`src/verilog/icache_cfg.svh`:
```
`ifndef ICACHE_CFG_SVH
`define ICACHE_CFG_SVH

// Address and APB data width
`define ICACHE_XLEN 32

// Number of direct-mapped lines
`define ICACHE_NUMLINES 16

// Width of one cache line in bits
`define ICACHE_LINESIZE 256

// APB word reads needed to fill one line
`define ICACHE_WORDSPERLINE 8

`endif

```
`src/verilog/icacheTypesPkg.sv`:
```
`include "icache_cfg.svh"

package icacheTypesPkg;

    // Field widths of a cache address
    localparam int offsetBits = $clog2(`ICACHE_LINESIZE / 8);
    localparam int setBits    = $clog2(`ICACHE_NUMLINES);
    localparam int tagBits    = `ICACHE_XLEN - setBits - offsetBits;

    // Byte address split into tag, set and line offset
    typedef struct packed {
        logic [tagBits-1:0]    tag;
        logic [setBits-1:0]    set;
        logic [offsetBits-1:0] offset;
    } cacheAddr;

    // Fetch request from the core
    typedef struct packed {
        logic                    valid;
        logic [`ICACHE_XLEN-1:0] pc;
    } fetchReq;

    // Instruction window returned to the core
    typedef struct packed {
        logic        valid;
        logic [31:0] instr;
    } fetchResp;

    // Refill write into the line memory
    typedef struct packed {
        logic                        we;
        logic [`ICACHE_XLEN-1:0]     addr;
        logic [`ICACHE_LINESIZE-1:0] line;
    } lineWrite;

endpackage

```
`src/verilog/icacheMem.sv`:
```
`include "icache_cfg.svh"

module icacheMem (
    input  logic                     clk,
    input  logic                     reset,
    input  logic                     readEnable,
    input  icacheTypesPkg::cacheAddr readAddr,
    input  logic                     flush,
    input  icacheTypesPkg::lineWrite lineIn,
    output logic [31:0]              dataWord,
    output logic                     dataValid
);

    localparam int numLines   = `ICACHE_NUMLINES;
    localparam int lineSize   = `ICACHE_LINESIZE;
    localparam int tagBits    = icacheTypesPkg::tagBits;
    localparam int offsetBits = icacheTypesPkg::offsetBits;
    localparam int halfBits   = 16;

    // Storage arrays
    logic [lineSize-1:0] lineMem [numLines];
    logic [tagBits-1:0]  tagMem  [numLines];
    logic [numLines-1:0] validBits;

    // Read side state
    icacheTypesPkg::cacheAddr addrReg;
    logic [lineSize-1:0]      readLine;
    logic [tagBits-1:0]       readTag;
    logic                     readValid;

    // Write side address fields
    icacheTypesPkg::cacheAddr writeAddr;

    // Window select
    logic [offsetBits-2:0]        halfSel;
    logic [lineSize+halfBits-1:0] paddedLine;

    assign writeAddr = icacheTypesPkg::cacheAddr'(lineIn.addr);

    // Refill writes line and tag in one cycle
    always_ff @(posedge clk) begin
        if (lineIn.we) begin
            lineMem[writeAddr.set] <= lineIn.line;
            tagMem[writeAddr.set]  <= writeAddr.tag;
        end
    end

    // Valid bits cleared all at once by flush
    always_ff @(posedge clk, posedge reset) begin
        if (reset) begin
            validBits <= '0;
        end else if (flush) begin
            validBits <= '0;
        end else if (lineIn.we) begin
            validBits[writeAddr.set] <= 1'b1;
        end
    end

    // Set index comes from the incoming address
    // Tag compare and halfword select use the registered copy
    always_ff @(posedge clk) begin
        if (readEnable) begin
            addrReg  <= readAddr;
            readLine <= lineMem[readAddr.set];
            readTag  <= tagMem[readAddr.set];
        end
    end

    always_ff @(posedge clk, posedge reset) begin
        if (reset) begin
            readValid <= 1'b0;
        end else if (readEnable) begin
            readValid <= validBits[readAddr.set];
        end
    end

    assign dataValid = readValid && (readTag == addrReg.tag);

    // Halfword index within the line
    assign halfSel = addrReg.offset[offsetBits-1:1];

    // Zero halfword above the line top for the last window
    assign paddedLine = {{halfBits{1'b0}}, readLine};

    // 32-bit window starting at the selected halfword
    assign dataWord = paddedLine[halfSel * halfBits +: 32];

endmodule

```
`config.mk`:
```
export PLATFORM = sky130hd
export DESIGN_NAME = icacheMem
export DESIGN_NICKNAME = d
export VERILOG_FILES = /design/src/verilog/icacheTypesPkg.sv /design/src/verilog/icacheMem.sv
export VERILOG_INCLUDE_DIRS = /design/src /design/src/verilog
export SDC_FILE = /design/constraint.sdc
export NUM_CORES = 2
export LEC_CHECK = 0
export BUFFER_PORTS_ARGS = -buffer_cell sky130_fd_sc_hd__clkbuf_2
export CAP_MARGIN = 10
export CORE_MARGIN = 2
export CORE_UTILIZATION = 56
export CTS_CLUSTER_DIAMETER = 100
export DETAILED_ROUTE_END_ITERATION = 12
export GPL_TIMING_DRIVEN = 0
export PLACE_DENSITY = 0.75
export REMOVE_ABC_BUFFERS = 1
export SLEW_MARGIN = 10
export SYNTH_ARGS = -nofsm -noshare
export SYNTH_HDL_FRONTEND = slang
export SYNTH_MEMORY_MAX_BITS = 65536
export SYNTH_SLANG_ARGS = --single-unit
```
`constraint.sdc`:
```
create_clock -name clk -period 2.15 [get_ports clk]
set_input_delay 0.3225 -clock clk [delete_from_list [all_inputs] [get_ports clk]]
set_output_delay 0.3225 -clock clk [all_outputs]
set_load 0.005 [all_outputs]
```
==> summary.md <==
| Metric | Value |
|---|---|
| Async SR Flop Fraction | `0.355%` |
| Pre-CTS WS | `-2.90 ns` |
| Crit end category | `output pin` |
| Synth Area in Adders | `0%` |
| Vias post-DR | `88900` |
| Fin util | `67.1%` |
| TritonCTS clock tree | `built` |
| Synth Area in Simple Gates | `0.646%` |
| DRT iter0 DRCs | `11600` |
| Register bit count reported by yosys | `4787` |
| Routed WL per cell | `35.2 µm` |
| RR Endpoint | `readLine[147]` |
| Yosys warns | `0` |
| Cell variety after synth | `28` |
| Cell depth of the worst flop-to-flop path | `2` |
| Slew margin rel. | `37.4%` |
| Yosys top cell by area | `edfxtp_1` |
| First-pass GRT wire length | `661 mm` |
| Multiplexer share of the synthesized area | `18.3%` |
| Number of vias per cell | `6.64` |
| Filler instances | `19200` |
| Top cells by count, synth | `edfxtp_1, mux4_2, clkbuf_1` |
| Setup TNS | `-48.84 ns` |
| Compound-Gate Fraction of Synth Area | `0.933%` |
| Status | `finished, violations left` |
| GRT Util Overall | `28.0%` |
| RSZ-0062 raised after global routing | `true` |
| Crit Path Max Fanout | `8` |
| Share of cells above drive strength 1 | `34.8%` |
| Critical path arrival | `3.53 ns` |
| Final hold viol count | `0` |
| DR pass1 iterations | `6` |
| Static leakage | `70.0 nW` |
| Worst VDD drop | `0.000994 V` |
| Clock Sinks | `4787` |
| Largest net degree at the start of global routing | `87` |
| Register area share after synthesis | `79.0%` |
| Post-synthesis area per instance | `25.1 µm²` |
| Post-Syn Area | `182000 µm²` |
| Tcrit/Tclk final | `179%` |
| Std-Cell Rows | `209` |
| Min Tclk post-route | `3.85 ns` |
| Vertical die dimension | `574 µm` |
| R2R Path Start | `lineMem[8][147]` |
| WHS | `0.0324 ns` |
| Area after DPL | `196000 µm²` |
| Starting density of the core | `56.2%` |
| Horizontal die dimension | `574 µm` |
| Post-synth top area share | `78.8%` |
| WS Path Type | `reg -> out` |
| Failing checks | `setup timing` |
| Die area | `329000 µm²` |
| PortBufs | `351` |
| Net total in the final layout | `8974` |
| Top-Level Pins | `358` |
| Grt total ovfl | `0` |
| Area growth syn-to-layout | `19.5%` |
| Worst Setup SP | `addrReg[1]` |
| Slack of the critical path | `-1.70 ns` |
| DP Cell Count | `12000` |
| Antenna-violating nets left | `0` |
| Clock Latency Late Sink | `0.99 ns` |
| Top_reg_cell synth | `edfxtp_1` |
| Root Buffer | `clkbuf_16` |
| Ranking of synthesized cells by area | `edfxtp_1, mux4_2, mux2i_1` |
| Total wire length | `471 mm` |
| Global placement routability congestion | `0.690` |
| Fin. max-slew vios | `0` |
| Pwr dens | `910 nW/µm²` |
| Slew @ Worst Pin | `0.936 ns` |
| CTS Buf Count | `454` |
| CP required | `1.83 ns` |
| Remaining DRCs | `0` |
| Fmax | `260 MHz` |
| End point of the critical path | `dataWord[17]` |
| Setup crit start kind | `flop` |
| Detail Placement HPWL | `260 mm` |
| Number of global-route vias before repair | `90800` |
| Initial antenna violation count | `83` |
| Design Area, Final | `217000 µm²` |
| Clock Tree Buf Depth | `4` |
| Hold Path Class | `in -> reg` |
| Largest family of logic cells by synthesized area | `multiplexers` |
| H-tree depth | `5` |
| Post-Synthesis Cells | `7254` |
| Worst Clk Skew | `0.0433 ns` |
| Setup slack, reg-to-reg | `0.36 ns` |
| # setup viols final | `34` |
| Post-Synth XOR/XNOR Area | `0.111%` |
| Clock transition at path regs | `0.06 ns` |
| Max Cap Viol | `0` |
| PnR Total Power | `198 mW` |
| Area of the core | `324000 µm²` |
| Layout Cells excl Fill | `13400` |
| Most common cell in the netlist | `edfxtp_1` |
| Post-synth EDFFs | `4770` |
-- worst min-delay path by stage --
stage	slack (ns)	start	cells past startpoint	end
2_1_floorplan	0.25	reset	1	readValid
3_3_place_gp	0.39	reset	2	validBits[12]
3_5_place_dp	0.42	reset	2	validBits[8]
4_1_cts	0.003	readAddr[21]	2	addrReg[21]
5_1_grt	0.03	lineIn[263]	3	lineMem[2][25]
6_report	0.03	readAddr[8]	2	readLine[171]
-- per-layer routing --
layer,track usage (%),vias up,part of all wire (%)
li1,-,34500,-
met1,37.8,47700,35
met2,48.0,5660,52
met3,4.52,962,9.5
met4,7.96,50,3.1
met5,0,-,0.068
-- what timing repair did --
item | CTS | global route
cloned | 42 | 8
pin swaps | 26 | 14
hold buffers | 324 | 2
resized for setup | 160 | 92
buffers inserted | 89 | 35
hold endpoints to repair | 4625 | 8
setup endpoints to repair | 722 | 348
-- cell type report --
class	count	area (µm²)	area share (%)
sequential	4787	144000	66.1
multi-input combinational	2071	37100	17.0
timing repair buffer	1334	16600	7.66
clock buffer	549	11800	5.44
tap	4325	5410	2.49
clock inverter	292	2640	1.22
antenna	42	105	0.0484
inverter	1	3.75	0.00173
-- logic make-up after synthesis --
group | count (synthesis)
xor+xnor | 23
buf+inv | 396
flops | 4787
mux | 1561
compound gates | 274
simple gates | 213
-- sequential cells by signal (all words and copies together) (netlist names) --
register   cells
tagMem       368
addrReg       27
lineMem     4096
readLine     256
readValid      1
validBits     16
readTag       23
-- layout by cell type (no fill, tap or decap), types with 5 or more instances in the layout --
cell type,instances
a211oi_1,108
a211oi_2,15
a211oi_4,5
a21oi_1,118
a21oi_2,7
buf_12,184
buf_16,142
buf_4,195
buf_6,82
buf_8,25
bufbuf_16,33
bufinv_16,41
clkbuf_1,90
clkbuf_16,468
clkbuf_2,332
clkbuf_8,5
clkinv_1,119
clkinv_2,91
clkinv_4,7
clkinv_8,6
clkinvlp_4,11
dfrtp_1,17
diode_2,42
dlygate4sd3_1,323
edfxtp_1,4770
inv_6,10
mux2i_1,138
mux2i_4,8
mux4_2,1414
nand2_1,10
nand2_4,7
nor2_1,33
nor2_4,12
nor2b_1,119
nor2b_4,11
o21ai_0,5
o21ai_2,6
xnor2_1,7
xor2_1,16
-- critical path, stage by stage, from the launching register on --
cell	delay [ns]
edfxtp_1	0.43
buf_6	0.16
buf_12	0.13
buf_16	0.14
buf_12	0.13
buf_16	0.14
buf_16	0.16
mux4_2	0.46
mux4_2	0.60
clkbuf_2	0.16
-- power breakdown --
part | internal (mW) | leakage, nW | switching, mW
Clock | 44.1 | 7.08 | 34.8
Combinational | 6.24 | 19.4 | 6.74
Sequential | 105 | 43.5 | 0.879
Power figures use the tool's default switching activity.
