File: config.mk
export PLATFORM = sky130hd
export DESIGN_NAME = icacheController
export DESIGN_NICKNAME = d
export VERILOG_FILES = /design/src/verilog/icacheTypesPkg.sv /design/src/verilog/busPkg.sv /design/src/verilog/icacheController.sv
export VERILOG_INCLUDE_DIRS = /design/src /design/src/verilog
export SDC_FILE = /design/constraint.sdc
export NUM_CORES = 1
export LEC_CHECK = 0
export BUFFER_PORTS_ARGS = -buffer_cell sky130_fd_sc_hd__buf_2
export CAP_MARGIN = 30
export CORE_MARGIN = 3
export CORE_UTILIZATION = 47
export DETAILED_ROUTE_END_ITERATION = 7
export PLACE_DENSITY = 0.82
export SLEW_MARGIN = 25
export SYNTH_ARGS = -nofsm -noshare
export SYNTH_HDL_FRONTEND = slang
export SYNTH_SLANG_ARGS = --single-unit
File: constraint.sdc
create_clock -name clk -period 4 [get_ports clk]
set_input_delay 0.8 -clock clk [delete_from_list [all_inputs] [get_ports clk]]
set_output_delay 0.8 -clock clk [all_outputs]
set_load 0.05 [all_outputs]
File: src/verilog/icache_cfg.svh
`ifndef ICACHE_CFG_SVH
`define ICACHE_CFG_SVH

// Address and APB data width
`define ICACHE_XLEN 32

// Number of direct-mapped lines
`define ICACHE_NUMLINES 16

// Width of one cache line in bits
`define ICACHE_LINESIZE 256

// APB word reads needed to fill one line
`define ICACHE_WORDSPERLINE 8

`endif

File: src/verilog/icacheTypesPkg.sv
`include "icache_cfg.svh"

package icacheTypesPkg;

    // Field widths of a cache address
    localparam int offsetBits = $clog2(`ICACHE_LINESIZE / 8);
    localparam int setBits    = $clog2(`ICACHE_NUMLINES);
    localparam int tagBits    = `ICACHE_XLEN - setBits - offsetBits;

    // Byte address split into tag, set and line offset
    typedef struct packed {
        logic [tagBits-1:0]    tag;
        logic [setBits-1:0]    set;
        logic [offsetBits-1:0] offset;
    } cacheAddr;

    // Fetch request from the core
    typedef struct packed {
        logic                    valid;
        logic [`ICACHE_XLEN-1:0] pc;
    } fetchReq;

    // Instruction window returned to the core
    typedef struct packed {
        logic        valid;
        logic [31:0] instr;
    } fetchResp;

    // Refill write into the line memory
    typedef struct packed {
        logic                        we;
        logic [`ICACHE_XLEN-1:0]     addr;
        logic [`ICACHE_LINESIZE-1:0] line;
    } lineWrite;

endpackage

File: src/verilog/busPkg.sv
`include "icache_cfg.svh"

package busPkg;

    // APB master outputs
    typedef struct packed {
        logic                    psel;
        logic                    penable;
        logic                    pwrite;
        logic [`ICACHE_XLEN-1:0] paddr;
    } apbReq;

    // APB slave outputs
    typedef struct packed {
        logic                    pready;
        logic [`ICACHE_XLEN-1:0] prdata;
    } apbResp;

    // Cache controller sequencing
    typedef enum logic [2:0] {
        ctrlIdle,
        ctrlLookup,
        ctrlRefill,
        ctrlReplay,
        ctrlFlushing
    } ctrlState;

    // APB transfer phases of the line fetcher
    typedef enum logic [1:0] {
        fetchIdle,
        fetchSetup,
        fetchAccess
    } fetchState;

endpackage

File: src/verilog/icacheController.sv
`include "icache_cfg.svh"

module icacheController (
    input  logic                     clk,
    input  logic                     reset,
    input  icacheTypesPkg::fetchReq  req,
    input  logic                     flush,
    input  logic                     dataValid,
    input  logic [31:0]              dataWord,
    input  logic                     done,
    output logic                     ready,
    output logic                     readEnable,
    output icacheTypesPkg::cacheAddr readAddr,
    output icacheTypesPkg::fetchResp resp,
    output logic                     flushMem,
    output logic                     start,
    output logic [`ICACHE_XLEN-1:0]  lineAddr
);

    localparam int offsetBits = icacheTypesPkg::offsetBits;

    busPkg::ctrlState         state;
    busPkg::ctrlState         nextState;
    icacheTypesPkg::cacheAddr heldAddr;
    logic                     respValid;
    logic [31:0]              respInstr;
    logic                     hit;
    logic                     accept;
    logic                     replaying;

    assign hit       = (state == busPkg::ctrlLookup) && dataValid;
    assign replaying = (state == busPkg::ctrlReplay);

    // Ready drops in the same cycle a miss shows up
    assign ready  = (state == busPkg::ctrlIdle) || hit;
    assign accept = req.valid && ready;

    assign readEnable = accept || replaying;
    assign readAddr   = replaying ? heldAddr : icacheTypesPkg::cacheAddr'(req.pc);

    // Refill of the aligned line holding the missed pc
    assign start    = (state == busPkg::ctrlLookup) && !dataValid;
    assign lineAddr = {heldAddr.tag, heldAddr.set, {offsetBits{1'b0}}};
    assign flushMem = (state == busPkg::ctrlFlushing);

    always_comb begin
        nextState = state;
        case (state)
            busPkg::ctrlIdle: begin
                // A new request takes priority over flush
                if (accept) begin
                    nextState = busPkg::ctrlLookup;
                end else if (flush) begin
                    nextState = busPkg::ctrlFlushing;
                end
            end
            busPkg::ctrlLookup: begin
                if (!dataValid) begin
                    nextState = busPkg::ctrlRefill;
                end else if (!accept) begin
                    nextState = busPkg::ctrlIdle;
                end
            end
            busPkg::ctrlRefill: begin
                if (done) begin
                    nextState = busPkg::ctrlReplay;
                end
            end
            busPkg::ctrlReplay: begin
                nextState = busPkg::ctrlLookup;
            end
            default: begin
                nextState = busPkg::ctrlIdle;
            end
        endcase
    end

    always_ff @(posedge clk, posedge reset) begin
        if (reset) begin
            state     <= busPkg::ctrlIdle;
            respValid <= 1'b0;
        end else begin
            state     <= nextState;
            respValid <= hit;
        end
    end

    // Outstanding lookup address and response data
    always_ff @(posedge clk) begin
        if (accept) begin
            heldAddr <= icacheTypesPkg::cacheAddr'(req.pc);
        end
        if (hit) begin
            respInstr <= dataWord;
        end
    end

    assign resp = {respValid, respInstr};

endmodule

==> impl_metrics.xml <==
<?xml version="1.0" encoding="UTF-8"?>
<metrics>
  <group name="outcome">
    <metric name="run_status" unit="">finished clean</metric>
  </group>
  <group name="global_routing">
    <metric name="number_of_antenna_violations_at_the_first_check_in_global_routing" unit="">0</metric>
    <metric name="grt_first_pass_wirelength" unit="µm">9510</metric>
    <metric name="grt_start_max_net_pins" unit="">34</metric>
    <metric name="groute.usage.overall" unit="">0.175</metric>
    <metric name="vias_in_the_first_global_route" unit="">1829</metric>
    <metric name="globalRouteOverflowTotal" unit="">0</metric>
  </group>
  <group name="worst_setup_path">
    <metric name="startpoint" unit="">state[2]</metric>
    <metric name="kind_of_capture_point_of_the_worst_setup_path" unit="">output pin</metric>
    <metric name="r2r_end" unit="">lineAddr[15]</metric>
    <metric name="r2r_cells" unit="">3</metric>
    <metric name="worstPathArrival" unit="ns">2.07</metric>
    <metric name="data_required_time_of_the_critical_path" unit="ns">3.20</metric>
    <metric name="critical_path.reg2reg.startpoint" unit="">state[1]</metric>
    <metric name="reg2reg_setup_slack" unit="ns">1.95</metric>
    <metric name="max_fo_critical_path" unit="">32</metric>
    <metric name="endpoint" unit="">readAddr[1]</metric>
    <metric name="worstSetupStartpointType" unit="">flip-flop</metric>
    <metric name="crit_path_class" unit="">flip-flop to output pin</metric>
  </group>
  <group name="power">
    <metric name="switchingPower" unit="µW">1240</metric>
    <metric name="design_power_total" unit="µW">2790</metric>
    <metric name="power_frac_comb" unit="">0.446</metric>
    <metric name="leakage" unit="µW">0.00178</metric>
    <metric name="swShare" unit="">0.446</metric>
    <metric name="max-vdd-ir-drop" unit="V">0.000481</metric>
    <metric name="power_report.internal_total" unit="µW">1550</metric>
    <metric name="clockPowerShare" unit="">0.191</metric>
    <metric name="p_per_area" unit="nW/µm²">744</metric>
    <metric name="power_frac_seq" unit="">0.363</metric>
  </group>
  <group name="sta">
    <metric name="finalMaxSlewViolations" unit="">0</metric>
    <metric name="setup_repair_after_global_routing_missed_its_margin" unit="">no</metric>
    <metric name="slew-limit-headroom" unit="">0.535</metric>
    <metric name="timing_hold_violations_final" unit="">0</metric>
    <metric name="maxClockFrequency" unit="MHz">349</metric>
    <metric name="final-setup-viol-count" unit="">0</metric>
    <metric name="final.setup.tns" unit="ns">0</metric>
    <metric name="worstMarginPinSlew" unit="ns">0.698</metric>
    <metric name="post-route-period-util" unit="">0.717</metric>
    <metric name="finClkSkew" unit="ns">0.00818</metric>
    <metric name="fin_crit" unit="ns">2.87</metric>
  </group>
  <group name="drt">
    <metric name="drtIter0Drc" unit="">56</metric>
    <metric name="drt-pass1-iter-count" unit="">4</metric>
    <metric name="route.antenna.remaining_nets" unit="">0</metric>
    <metric name="routed_wirelength" unit="µm">6150</metric>
    <metric name="mean_routed_wirelength_per_cell" unit="µm">16.2</metric>
    <metric name="viasPerCell" unit="">4.67</metric>
    <metric name="vias" unit="">1774</metric>
    <metric name="remaining_drc_errors" unit="">0</metric>
  </group>
  <group name="clock_tree">
    <metric name="cts.repair_timing.setup_buffer_count" unit="">0</metric>
    <metric name="clkSinkCount" unit="">68</metric>
    <metric name="cts_tree" unit="">done</metric>
    <metric name="worst_setup_hold_path_clk_slew" unit="ns">0.07</metric>
    <metric name="ctsLongestPathBuffers" unit="">2</metric>
    <metric name="ctsHoldBuffers" unit="">0</metric>
    <metric name="level_count_of_the_clock_h_tree" unit="">3</metric>
    <metric name="clock_insertion_delay_worst_skew" unit="ns">0.33</metric>
    <metric name="cts_buffers" unit="">9</metric>
    <metric name="cts.root.buffer_cell" unit="">sky130_fd_sc_hd__clkbuf_8</metric>
    <metric name="cts-resized-gates" unit="">0</metric>
  </group>
  <group name="floorplan">
    <metric name="coreArea" unit="µm²">5740</metric>
    <metric name="floorplan.die.height" unit="µm">84.5</metric>
    <metric name="floorplan.io_pins" unit="">171</metric>
    <metric name="floorplan.die_area" unit="µm²">7150</metric>
    <metric name="fp.dieW" unit="µm">84.5</metric>
    <metric name="rows" unit="">27</metric>
    <metric name="start_util" unit="">0.505</metric>
  </group>
  <group name="logic_synthesis">
    <metric name="syn_area" unit="µm²">2900</metric>
    <metric name="fraction_of_the_yosys_area_taken_by_sequential_cells" unit="">0.697</metric>
    <metric name="yosys_warnings" unit="">0</metric>
    <metric name="ys_ff_latch" unit="">68</metric>
    <metric name="netlist_instances" unit="">157</metric>
    <metric name="ys_types" unit="">18</metric>
    <metric name="post_synth.cell_area_avg" unit="µm²">18.5</metric>
  </group>
  <group name="place">
    <metric name="place.detailed.instances" unit="">364</metric>
    <metric name="number_of_input_and_output_port_buffers_inserted" unit="">165</metric>
    <metric name="place.detailed.hpwl" unit="µm">4810</metric>
    <metric name="gpl.final_weighted_congestion" unit="">0.724</metric>
    <metric name="placedInstanceArea" unit="µm²">3560</metric>
  </group>
  <group name="final_layout">
    <metric name="filler_cell_count" unit="">459</metric>
    <metric name="stdcell_area" unit="µm²">3750</metric>
    <metric name="layout.area.seq" unit="µm²">2020</metric>
    <metric name="multi_input_area" unit="µm²">607</metric>
    <metric name="final_std_cells_w_o_fill" unit="">380</metric>
    <metric name="syn_to_final_growth" unit="%">29.5</metric>
    <metric name="finish.net_count" unit="">373</metric>
    <metric name="num_antenna_cells" unit="">0</metric>
    <metric name="drive_above_1_share" unit="">0.695</metric>
  </group>
  <group name="job">
    <metric name="drv_cap" unit="">0</metric>
  </group>
  <group name="min_path">
    <metric name="hold_path_class" unit="">input pin to asynchronous set/reset pin</metric>
  </group>
</metrics>
-- synth_stat cells, drive strengths merged --
library cell,instances,share of area
o21a,1,0.0026
mux2,32,0.16
inv,1,0.0013
nor3b,1,0.0026
and2,1,0.0022
nand2,1,0.0013
conb,1,0.0013
nor3,1,0.0017
nor2,6,0.0078
dfrtp,4,0.035
nand3b,1,0.0069
buf,36,0.097
and3,3,0.0065
nand2b,3,0.0065
a21oi,1,0.0017
edfxtp,64,0.66
-- cells by family after synthesis --
family	synth area share
compound gates	0.00432
buf+inv	0.0984
mux	0.163
other cells	0.00129
simple gates	0.0354
flops	0.697
-- per-stage QoR --
step / hold slack (ns) / utilization / setup WS (ns)
after floorplan: 0.468 / - / 1.52
after global placement: 0.491 / 0.620 / 1.49
after detailed placement: 0.510 / 0.620 / 1.46
after CTS: 0.322 / 0.654 / 1.09
after global routing: 0.322 / 0.654 / 0.989
final: 0.331 / 0.654 / 1.13
-- metal layers --
layer  share of wire  track usage
met5               0            0
met4           0.032       0.0993
met3           0.074       0.0422
met2            0.54        0.312
met1            0.35        0.187
-- layout make-up --
type | count | area share
Tap cell | 72 | 0.0240
Inverter | 1 | 0.00100
Multi-Input combinational cell | 56 | 0.162
Clock buffer | 9 | 0.0330
Timing Repair Buffer | 167 | 0.224
Clock inverter | 7 | 0.0177
Sequential cell | 68 | 0.539
-- flip-flops by register name, summed over array words and instances (netlist names) --
name	cells
respInstr	32
lineAddr	27
respValid	1
heldAddr	5
state	3
-- critical path, cell delays in order (launching register included) --
cell and delay [ns]:
sky130_fd_sc_hd__dfrtp_1 0.43, sky130_fd_sc_hd__nand3b_4 0.58, sky130_fd_sc_hd__mux2_4 0.49, sky130_fd_sc_hd__buf_2 0.21
-- power by group through the flow --
stage / sequential, µW / clock [µW] / combinational, µW
3_5_place_dp: 1030 / 0 / 1260
4_1_cts: 1020 / 551 / 1260
2_1_floorplan: 1210 / 0 / 890
5_1_grt: 1030 / 592 / 1300
6_report: 1010 / 533 / 1250
3_3_place_gp: 1020 / 0 / 1250
-- cells in the final DEF (no fill, tap or decap) --
cell	n
sky130_fd_sc_hd__nor3_1	1
sky130_fd_sc_hd__nor2_1	6
sky130_fd_sc_hd__dfrtp_1	4
sky130_fd_sc_hd__mux2_4	30
sky130_fd_sc_hd__bufinv_16	1
sky130_fd_sc_hd__a21oi_1	1
sky130_fd_sc_hd__clkinvlp_4	2
sky130_fd_sc_hd__nand3b_4	1
sky130_fd_sc_hd__inv_1	1
sky130_fd_sc_hd__and2_1	1
sky130_fd_sc_hd__clkbuf_8	9
sky130_fd_sc_hd__buf_4	2
sky130_fd_sc_hd__nor3b_1	1
sky130_fd_sc_hd__nand2b_1	3
sky130_fd_sc_hd__inv_6	1
sky130_fd_sc_hd__clkinv_2	1
sky130_fd_sc_hd__nand2_1	1
sky130_fd_sc_hd__edfxtp_1	64
sky130_fd_sc_hd__mux2_2	2
sky130_fd_sc_hd__buf_2	165
sky130_fd_sc_hd__and3_1	3
sky130_fd_sc_hd__o21a_1	1
sky130_fd_sc_hd__conb_1	5
sky130_fd_sc_hd__clkinv_1	2
-- worst min path at each step --
stage                           to  slack, ns  cells past startpoint
after CTS                 state[1]       0.32                      2
after detailed placement  state[1]       0.51                      1
after global routing      state[1]       0.32                      2
after floorplan           state[1]       0.47                      1
after global placement    state[1]       0.49                      1
final                     state[1]       0.33                      2
(Power assumes the default switching activity.)
