File: src/verilog/icache_cfg.svh
`ifndef ICACHE_CFG_SVH
`define ICACHE_CFG_SVH

// Address and APB data width
`define ICACHE_XLEN 32

// Number of direct-mapped lines
`define ICACHE_NUMLINES 16

// Width of one cache line in bits
`define ICACHE_LINESIZE 256

// APB word reads needed to fill one line
`define ICACHE_WORDSPERLINE 8

`endif

File: src/verilog/icacheTypesPkg.sv
`include "icache_cfg.svh"

package icacheTypesPkg;

    // Field widths of a cache address
    localparam int offsetBits = $clog2(`ICACHE_LINESIZE / 8);
    localparam int setBits    = $clog2(`ICACHE_NUMLINES);
    localparam int tagBits    = `ICACHE_XLEN - setBits - offsetBits;

    // Byte address split into tag, set and line offset
    typedef struct packed {
        logic [tagBits-1:0]    tag;
        logic [setBits-1:0]    set;
        logic [offsetBits-1:0] offset;
    } cacheAddr;

    // Fetch request from the core
    typedef struct packed {
        logic                    valid;
        logic [`ICACHE_XLEN-1:0] pc;
    } fetchReq;

    // Instruction window returned to the core
    typedef struct packed {
        logic        valid;
        logic [31:0] instr;
    } fetchResp;

    // Refill write into the line memory
    typedef struct packed {
        logic                        we;
        logic [`ICACHE_XLEN-1:0]     addr;
        logic [`ICACHE_LINESIZE-1:0] line;
    } lineWrite;

endpackage

File: src/verilog/busPkg.sv
`include "icache_cfg.svh"

package busPkg;

    // APB master outputs
    typedef struct packed {
        logic                    psel;
        logic                    penable;
        logic                    pwrite;
        logic [`ICACHE_XLEN-1:0] paddr;
    } apbReq;

    // APB slave outputs
    typedef struct packed {
        logic                    pready;
        logic [`ICACHE_XLEN-1:0] prdata;
    } apbResp;

    // Cache controller sequencing
    typedef enum logic [2:0] {
        ctrlIdle,
        ctrlLookup,
        ctrlRefill,
        ctrlReplay,
        ctrlFlushing
    } ctrlState;

    // APB transfer phases of the line fetcher
    typedef enum logic [1:0] {
        fetchIdle,
        fetchSetup,
        fetchAccess
    } fetchState;

endpackage

File: src/verilog/icacheLineFetch.sv
`include "icache_cfg.svh"

module icacheLineFetch (
    input  logic                     clk,
    input  logic                     reset,
    input  logic                     start,
    input  logic [`ICACHE_XLEN-1:0]  lineAddr,
    input  busPkg::apbResp           apbIn,
    output busPkg::apbReq            apbOut,
    output icacheTypesPkg::lineWrite lineOut,
    output logic                     done
);

    localparam int wordsPerLine = `ICACHE_WORDSPERLINE;
    localparam int wordBits     = `ICACHE_XLEN;
    localparam int idxBits      = $clog2(wordsPerLine);
    localparam int byteBits     = $clog2(wordBits / 8);

    busPkg::fetchState state;
    busPkg::fetchState nextState;

    // Burst progress
    logic [idxBits-1:0]     wordIdx;
    logic                   lastWord;
    logic                   beatDone;
    logic                   launch;
    logic                   doneReg;

    // Line being assembled
    logic [wordBits-1:0]                   baseAddr;
    logic [wordsPerLine-1:0][wordBits-1:0] lineBuf;

    assign launch   = start && (state == busPkg::fetchIdle);
    assign beatDone = (state == busPkg::fetchAccess) && apbIn.pready;
    assign lastWord = (wordIdx == idxBits'(wordsPerLine - 1));

    // Setup then access for every word of the burst
    always_comb begin
        nextState = state;
        case (state)
            busPkg::fetchIdle: begin
                if (start) begin
                    nextState = busPkg::fetchSetup;
                end
            end
            busPkg::fetchSetup: begin
                nextState = busPkg::fetchAccess;
            end
            busPkg::fetchAccess: begin
                if (apbIn.pready) begin
                    nextState = lastWord ? busPkg::fetchIdle : busPkg::fetchSetup;
                end
            end
            default: begin
                nextState = busPkg::fetchIdle;
            end
        endcase
    end

    always_ff @(posedge clk, posedge reset) begin
        if (reset) begin
            state   <= busPkg::fetchIdle;
            wordIdx <= '0;
            doneReg <= 1'b0;
        end else begin
            state   <= nextState;
            doneReg <= beatDone && lastWord;
            if (launch) begin
                wordIdx <= '0;
            end else if (beatDone) begin
                wordIdx <= wordIdx + 1'b1;
            end
        end
    end

    // Lowest address lands in the lowest bits of the line
    always_ff @(posedge clk) begin
        if (launch) begin
            baseAddr <= lineAddr;
        end
        if (beatDone) begin
            lineBuf[wordIdx] <= apbIn.prdata;
        end
    end

    // Address and select stay fixed until pready
    always_comb begin
        apbOut.psel    = (state != busPkg::fetchIdle);
        apbOut.penable = (state == busPkg::fetchAccess);
        apbOut.pwrite  = 1'b0;
        apbOut.paddr   = baseAddr + {wordIdx, {byteBits{1'b0}}};
    end

    // Write enable and done pulse together after the last word
    always_comb begin
        lineOut.we   = doneReg;
        lineOut.addr = baseAddr;
        lineOut.line = lineBuf;
    end

    assign done = doneReg;

endmodule

File: config.mk
export PLATFORM = sky130hd
export DESIGN_NAME = icacheLineFetch
export DESIGN_NICKNAME = d
export VERILOG_FILES = /design/src/verilog/icacheTypesPkg.sv /design/src/verilog/busPkg.sv /design/src/verilog/icacheLineFetch.sv
export VERILOG_INCLUDE_DIRS = /design/src /design/src/verilog
export SDC_FILE = /design/constraint.sdc
export NUM_CORES = 1
export LEC_CHECK = 0
export BUFFER_PORTS_ARGS = -buffer_cell sky130_fd_sc_hd__buf_2
export CAP_MARGIN = 15
export CORE_AREA = 2 2 154 156
export DETAILED_ROUTE_END_ITERATION = 16
export DIE_AREA = 0 0 156 158
export PLACE_DENSITY = 0.71
export SETUP_SLACK_MARGIN = 0.02
export SYNTH_ARGS = -nofsm -noshare
export SYNTH_HDL_FRONTEND = slang
export SYNTH_SLANG_ARGS = --single-unit
export TNS_END_PERCENT = 10
File: constraint.sdc
create_clock -name clk -period 5.3 [get_ports clk]
set_clock_uncertainty 0.2 [all_clocks]
set_input_delay 0.53 -clock clk [delete_from_list [all_inputs] [get_ports clk]]
set_output_delay 0.53 -clock clk [all_outputs]
set_load 0.05 [all_outputs]
==> metrics.txt <==
# TYPE chip_impl_metric gauge
chip_impl_info{name="most-common-layout-cells",value="sky130_fd_sc_hd__buf_2 (391), sky130_fd_sc_hd__edfxtp_1 (288), sky130_fd_sc_hd__dlygate4sd3_1 (33), sky130_fd_sc_hd__clkbuf_16 (29), sky130_fd_sc_hd__xnor2_1 (18)"} 1
chip_impl_metric{name="synth.yosys.warnings",unit=""} 0
chip_impl_info{name="worst_setup_path_startpoint",value="wordIdx[2]"} 1
chip_impl_metric{name="die_x",unit="um"} 156
chip_impl_metric{name="yosysSeqAreaShare",unit="%"} 90.76
chip_impl_info{name="hold_path_startpoint",value="apbIn[12]"} 1
chip_impl_metric{name="met2_length",unit="um"} 12760
chip_impl_metric{name="drive_above_1_share",unit="%"} 50.44
chip_impl_metric{name="pin_count_of_the_biggest_net_entering_global_routing",unit=""} 36
chip_impl_metric{name="post-cts-setup-buffers",unit=""} 0
chip_impl_metric{name="ant_nets",unit=""} 0
chip_impl_metric{name="p_leak",unit="nW"} 5.201
chip_impl_metric{name="first_pass_grt_wire_length",unit="um"} 33850
chip_impl_metric{name="slew_viols_final",unit=""} 0
chip_impl_metric{name="die_area",unit="sq um"} 24650
chip_impl_info{name="kind_of_path_behind_the_tightest_hold_check",value="input port to flip-flop"} 1
chip_impl_metric{name="syn2layout_area_growth",unit="%"} 38.28
chip_impl_metric{name="route.detailed.vias_per_inst",unit=""} 4.813
chip_impl_metric{name="groute.usage.overall",unit="%"} 18.47
chip_impl_metric{name="synth_edf_count",unit=""} 288
chip_impl_metric{name="dp.final_hpwl",unit="um"} 16110
chip_impl_metric{name="hold_viol_final",unit=""} 0
chip_impl_metric{name="tns",unit="ns"} 0
chip_impl_info{name="cts_tree",value="done"} 1
chip_impl_metric{name="port_buffers",unit=""} 391
chip_impl_metric{name="routed-via-count",unit=""} 5756
chip_impl_metric{name="worst-endpoint-arrival",unit="ns"} 3.05
chip_impl_metric{name="placementRows",unit=""} 56
chip_impl_metric{name="timing_worst_slew_pin_value",unit="ns"} 1.188
chip_impl_metric{name="clkTransAtPathRegs",unit="ns"} 0.06
chip_impl_metric{name="cts.sinks",unit=""} 294
chip_impl_info{name="cts_root_buf",value="sky130_fd_sc_hd__clkbuf_16"} 1
chip_impl_metric{name="reg2reg_depth",unit=""} 5
chip_impl_metric{name="nets",unit=""} 961
chip_impl_metric{name="worst_skew_pair.late_latency",unit="ns"} 0.52
chip_impl_info{name="synth_largest_area_cell",value="sky130_fd_sc_hd__edfxtp_1"} 1
chip_impl_metric{name="core_area",unit="sq um"} 23050
chip_impl_metric{name="drt_drc_violations_left",unit=""} 0
chip_impl_metric{name="postSynthRegisterBits",unit=""} 294
chip_impl_metric{name="htree_levels",unit=""} 1
chip_impl_metric{name="cp_data_required_time",unit="ns"} 4.57
chip_impl_metric{name="fillerInstances",unit=""} 1709
chip_impl_info{name="top_post_synthesis_cells_by_area",value="sky130_fd_sc_hd__edfxtp_1 (89%), sky130_fd_sc_hd__xnor2_1 (1.6%), sky130_fd_sc_hd__dfrtp_1 (1.5%), sky130_fd_sc_hd__xor2_1 (0.90%), sky130_fd_sc_hd__nand3_1 (0.67%)"} 1
chip_impl_metric{name="yosysUniqueCellTypes",unit=""} 34
chip_impl_metric{name="die_height",unit="um"} 158
chip_impl_info{name="status",value="completed"} 1
chip_impl_info{name="synth-main-ff-cell",value="sky130_fd_sc_hd__edfxtp_1"} 1
chip_impl_metric{name="globalplace.congestion",unit=""} 0.8175
chip_impl_metric{name="first_global_vias",unit=""} 5598
chip_impl_metric{name="timing.hold.ws",unit="ns"} 0.07741
chip_impl_metric{name="detail_route.iter0.violations",unit=""} 288
chip_impl_info{name="critical_path.reg2reg.endpoint",value="lineOut[220]"} 1
chip_impl_info{name="crit_path_end_kind",value="output port"} 1
chip_impl_metric{name="max_fanout_on_critical_path",unit=""} 12
chip_impl_metric{name="detail_route.wirelength.met1",unit="um"} 9009
chip_impl_metric{name="tritoncts.num_buffers",unit=""} 28
chip_impl_metric{name="clock.fmax",unit="GHz"} 0.2644
chip_impl_metric{name="synthesis.instances",unit=""} 430
chip_impl_info{name="setup_repair_after_global_routing_missed_its_margin",value="no"} 1
chip_impl_metric{name="diodes",unit=""} 0
chip_impl_metric{name="portion_of_synthesized_cell_area_occupied_by_the_leading_cell_type",unit="%"} 89.21
chip_impl_metric{name="max-vdd-ir-drop",unit="uV"} 425.2
chip_impl_metric{name="dpl.cell_count",unit=""} 1111
chip_impl_metric{name="synth_fp_nets",unit=""} 504
chip_impl_metric{name="postSynthAreaPerCell",unit="sq um"} 22.54
chip_impl_info{name="rr_startpoint",value="state[0]"} 1
chip_impl_metric{name="final_cell_count_no_fill",unit=""} 1196
chip_impl_info{name="end_point_of_the_critical_path",value="apbOut[13]"} 1
chip_impl_metric{name="grt_overflow",unit=""} 0
chip_impl_metric{name="detailroute.wirelength.met3",unit="um"} 2132
chip_impl_metric{name="cts_repair_resize_count",unit=""} 0
chip_impl_metric{name="final_min_period_over_clock_period",unit="%"} 71.37
chip_impl_metric{name="worst_slew_margin_rel",unit="%"} 20.59
chip_impl_metric{name="ff_to_ff_setup_slack",unit="ns"} 2.45
chip_impl_metric{name="firstDrtPassIters",unit=""} 4
chip_impl_metric{name="clk_path_buf_depth",unit=""} 3
chip_impl_metric{name="final.min_clock_period",unit="ns"} 3.782
chip_impl_metric{name="grt_antenna_before_repair",unit=""} 0
chip_impl_info{name="setup.worst_path.class",value="flip-flop to output port"} 1
chip_impl_info{name="layout.cells.most_common",value="sky130_fd_sc_hd__buf_2"} 1
chip_impl_metric{name="pin_count",unit=""} 393
chip_impl_metric{name="initial_core_utilization",unit="%"} 42.05
chip_impl_metric{name="detail_route.wirelength",unit="um"} 24260
chip_impl_metric{name="wl_per_cell",unit="um"} 20.28
chip_impl_info{name="start_kind",value="flip-flop"} 1
chip_impl_metric{name="power_per_cell_area",unit="nW/um^2"} 434.3
chip_impl_metric{name="mappedNetlistArea",unit="sq um"} 9694
chip_impl_metric{name="async_flop_share",unit="%"} 2.041
chip_impl_metric{name="max_cap_violations",unit=""} 0
chip_impl_info{name="highest_layer",value="met4"} 1
chip_impl_metric{name="setup_viol_count_final",unit=""} 0
per-layer routing:
metal / track usage [%] / vias to the layer above
met5: 0 / -
met4: 4.762 / 0
met3: 4.517 / 26
met2: 33.59 / 332
met1: 22.12 / 2818
li1: - / 2580
worst min-delay path by stage:
stage                         endpoint  slack, ns  depth (start not counted)
after global routing      lineOut[187]       0.06                          1
after CTS                 lineOut[204]       0.05                          1
after detailed placement      state[1]       0.26                          1
final                     lineOut[204]       0.08                          1
after floorplan                   done       0.12                          1
after global placement        state[1]       0.24                          1
cell families (layout without fill, tap and decap cells):
family	after synthesis	in the layout	synth area share, %
xor+xnor	28	28	2.530
fa+ha+maj	6	6	0.8518
flops	294	294	90.76
compound gates	10	10	0.7745
other cells	1	1	0.03868
simple gates	75	75	4.246
buf+inv	16	492	0.8002
worst max-delay path, cell delays in order, from the launching register on:
cell                       delay [ns]
sky130_fd_sc_hd__dfrtp_1         0.47
sky130_fd_sc_hd__ha_1            0.39
sky130_fd_sc_hd__a21oi_1         0.09
sky130_fd_sc_hd__a21boi_1        0.81
sky130_fd_sc_hd__nand3_1         0.24
sky130_fd_sc_hd__xnor2_1         0.23
sky130_fd_sc_hd__buf_2           0.30
state kept, by name (all words and copies together), names as in the netlist:
name,flops
wordIdx,3
done,1
lineOut,256
baseAddr,32
state,2
layout make-up:
class	instances	area, sq um	area share (%)
Sequential cell	294	8798	65.63
Timing Repair Buffer	434	2415	18.01
Multi-Input combinational cell	120	875.8	6.533
Clock buffer	32	737.0	5.497
Tap cell	290	362.8	2.707
Clock inverter	17	182.7	1.363
Inverter	9	33.78	0.2520
synth_stat cells (2+ instances only):
cell,n
sky130_fd_sc_hd__nand2_1,15
sky130_fd_sc_hd__o21ai_0,3
sky130_fd_sc_hd__nand2b_1,2
sky130_fd_sc_hd__nor2_1,12
sky130_fd_sc_hd__and4_1,3
sky130_fd_sc_hd__nand3_1,13
sky130_fd_sc_hd__inv_1,9
sky130_fd_sc_hd__buf_4,4
sky130_fd_sc_hd__xor2_1,10
sky130_fd_sc_hd__nand4_1,9
sky130_fd_sc_hd__a21oi_1,4
sky130_fd_sc_hd__edfxtp_1,288
sky130_fd_sc_hd__nor3_1,8
sky130_fd_sc_hd__and3_1,2
sky130_fd_sc_hd__buf_2,2
sky130_fd_sc_hd__or2_2,2
sky130_fd_sc_hd__xnor2_1,18
sky130_fd_sc_hd__ha_1,5
sky130_fd_sc_hd__dfrtp_1,6
power breakdown:
group          total (mW)  switching (mW)  internal (mW)
clock                1.97           0.789           1.18
combinational        1.05           0.843          0.209
sequential           2.80          0.0911           2.71
total                5.82            1.72           4.10
through the flow:
| stage | cell area [sq um] | total power [mW] | setup slack [ns] | utilization, % |
|---|---|---|---|---|
| 6_report | 13410 | 5.822 | 1.518 | 58.15 |
| 5_1_grt | 13410 | 6.013 | 1.318 | 58.15 |
| 4_1_cts | 13330 | 5.864 | 1.551 | 57.83 |
| 3_5_place_dp | 12080 | 3.881 | 2.140 | 52.40 |
| 3_3_place_gp | 12080 | 3.873 | 2.213 | 52.40 |
| 2_1_floorplan | 9694 | 3.584 | 0.8117 | - |
timing repair:
item	CTS	global route
endpoints found under the hold margin	38	0
setup endpoints to repair	0	0
hold buffers	33	0
(Power assumes the default switching activity.)
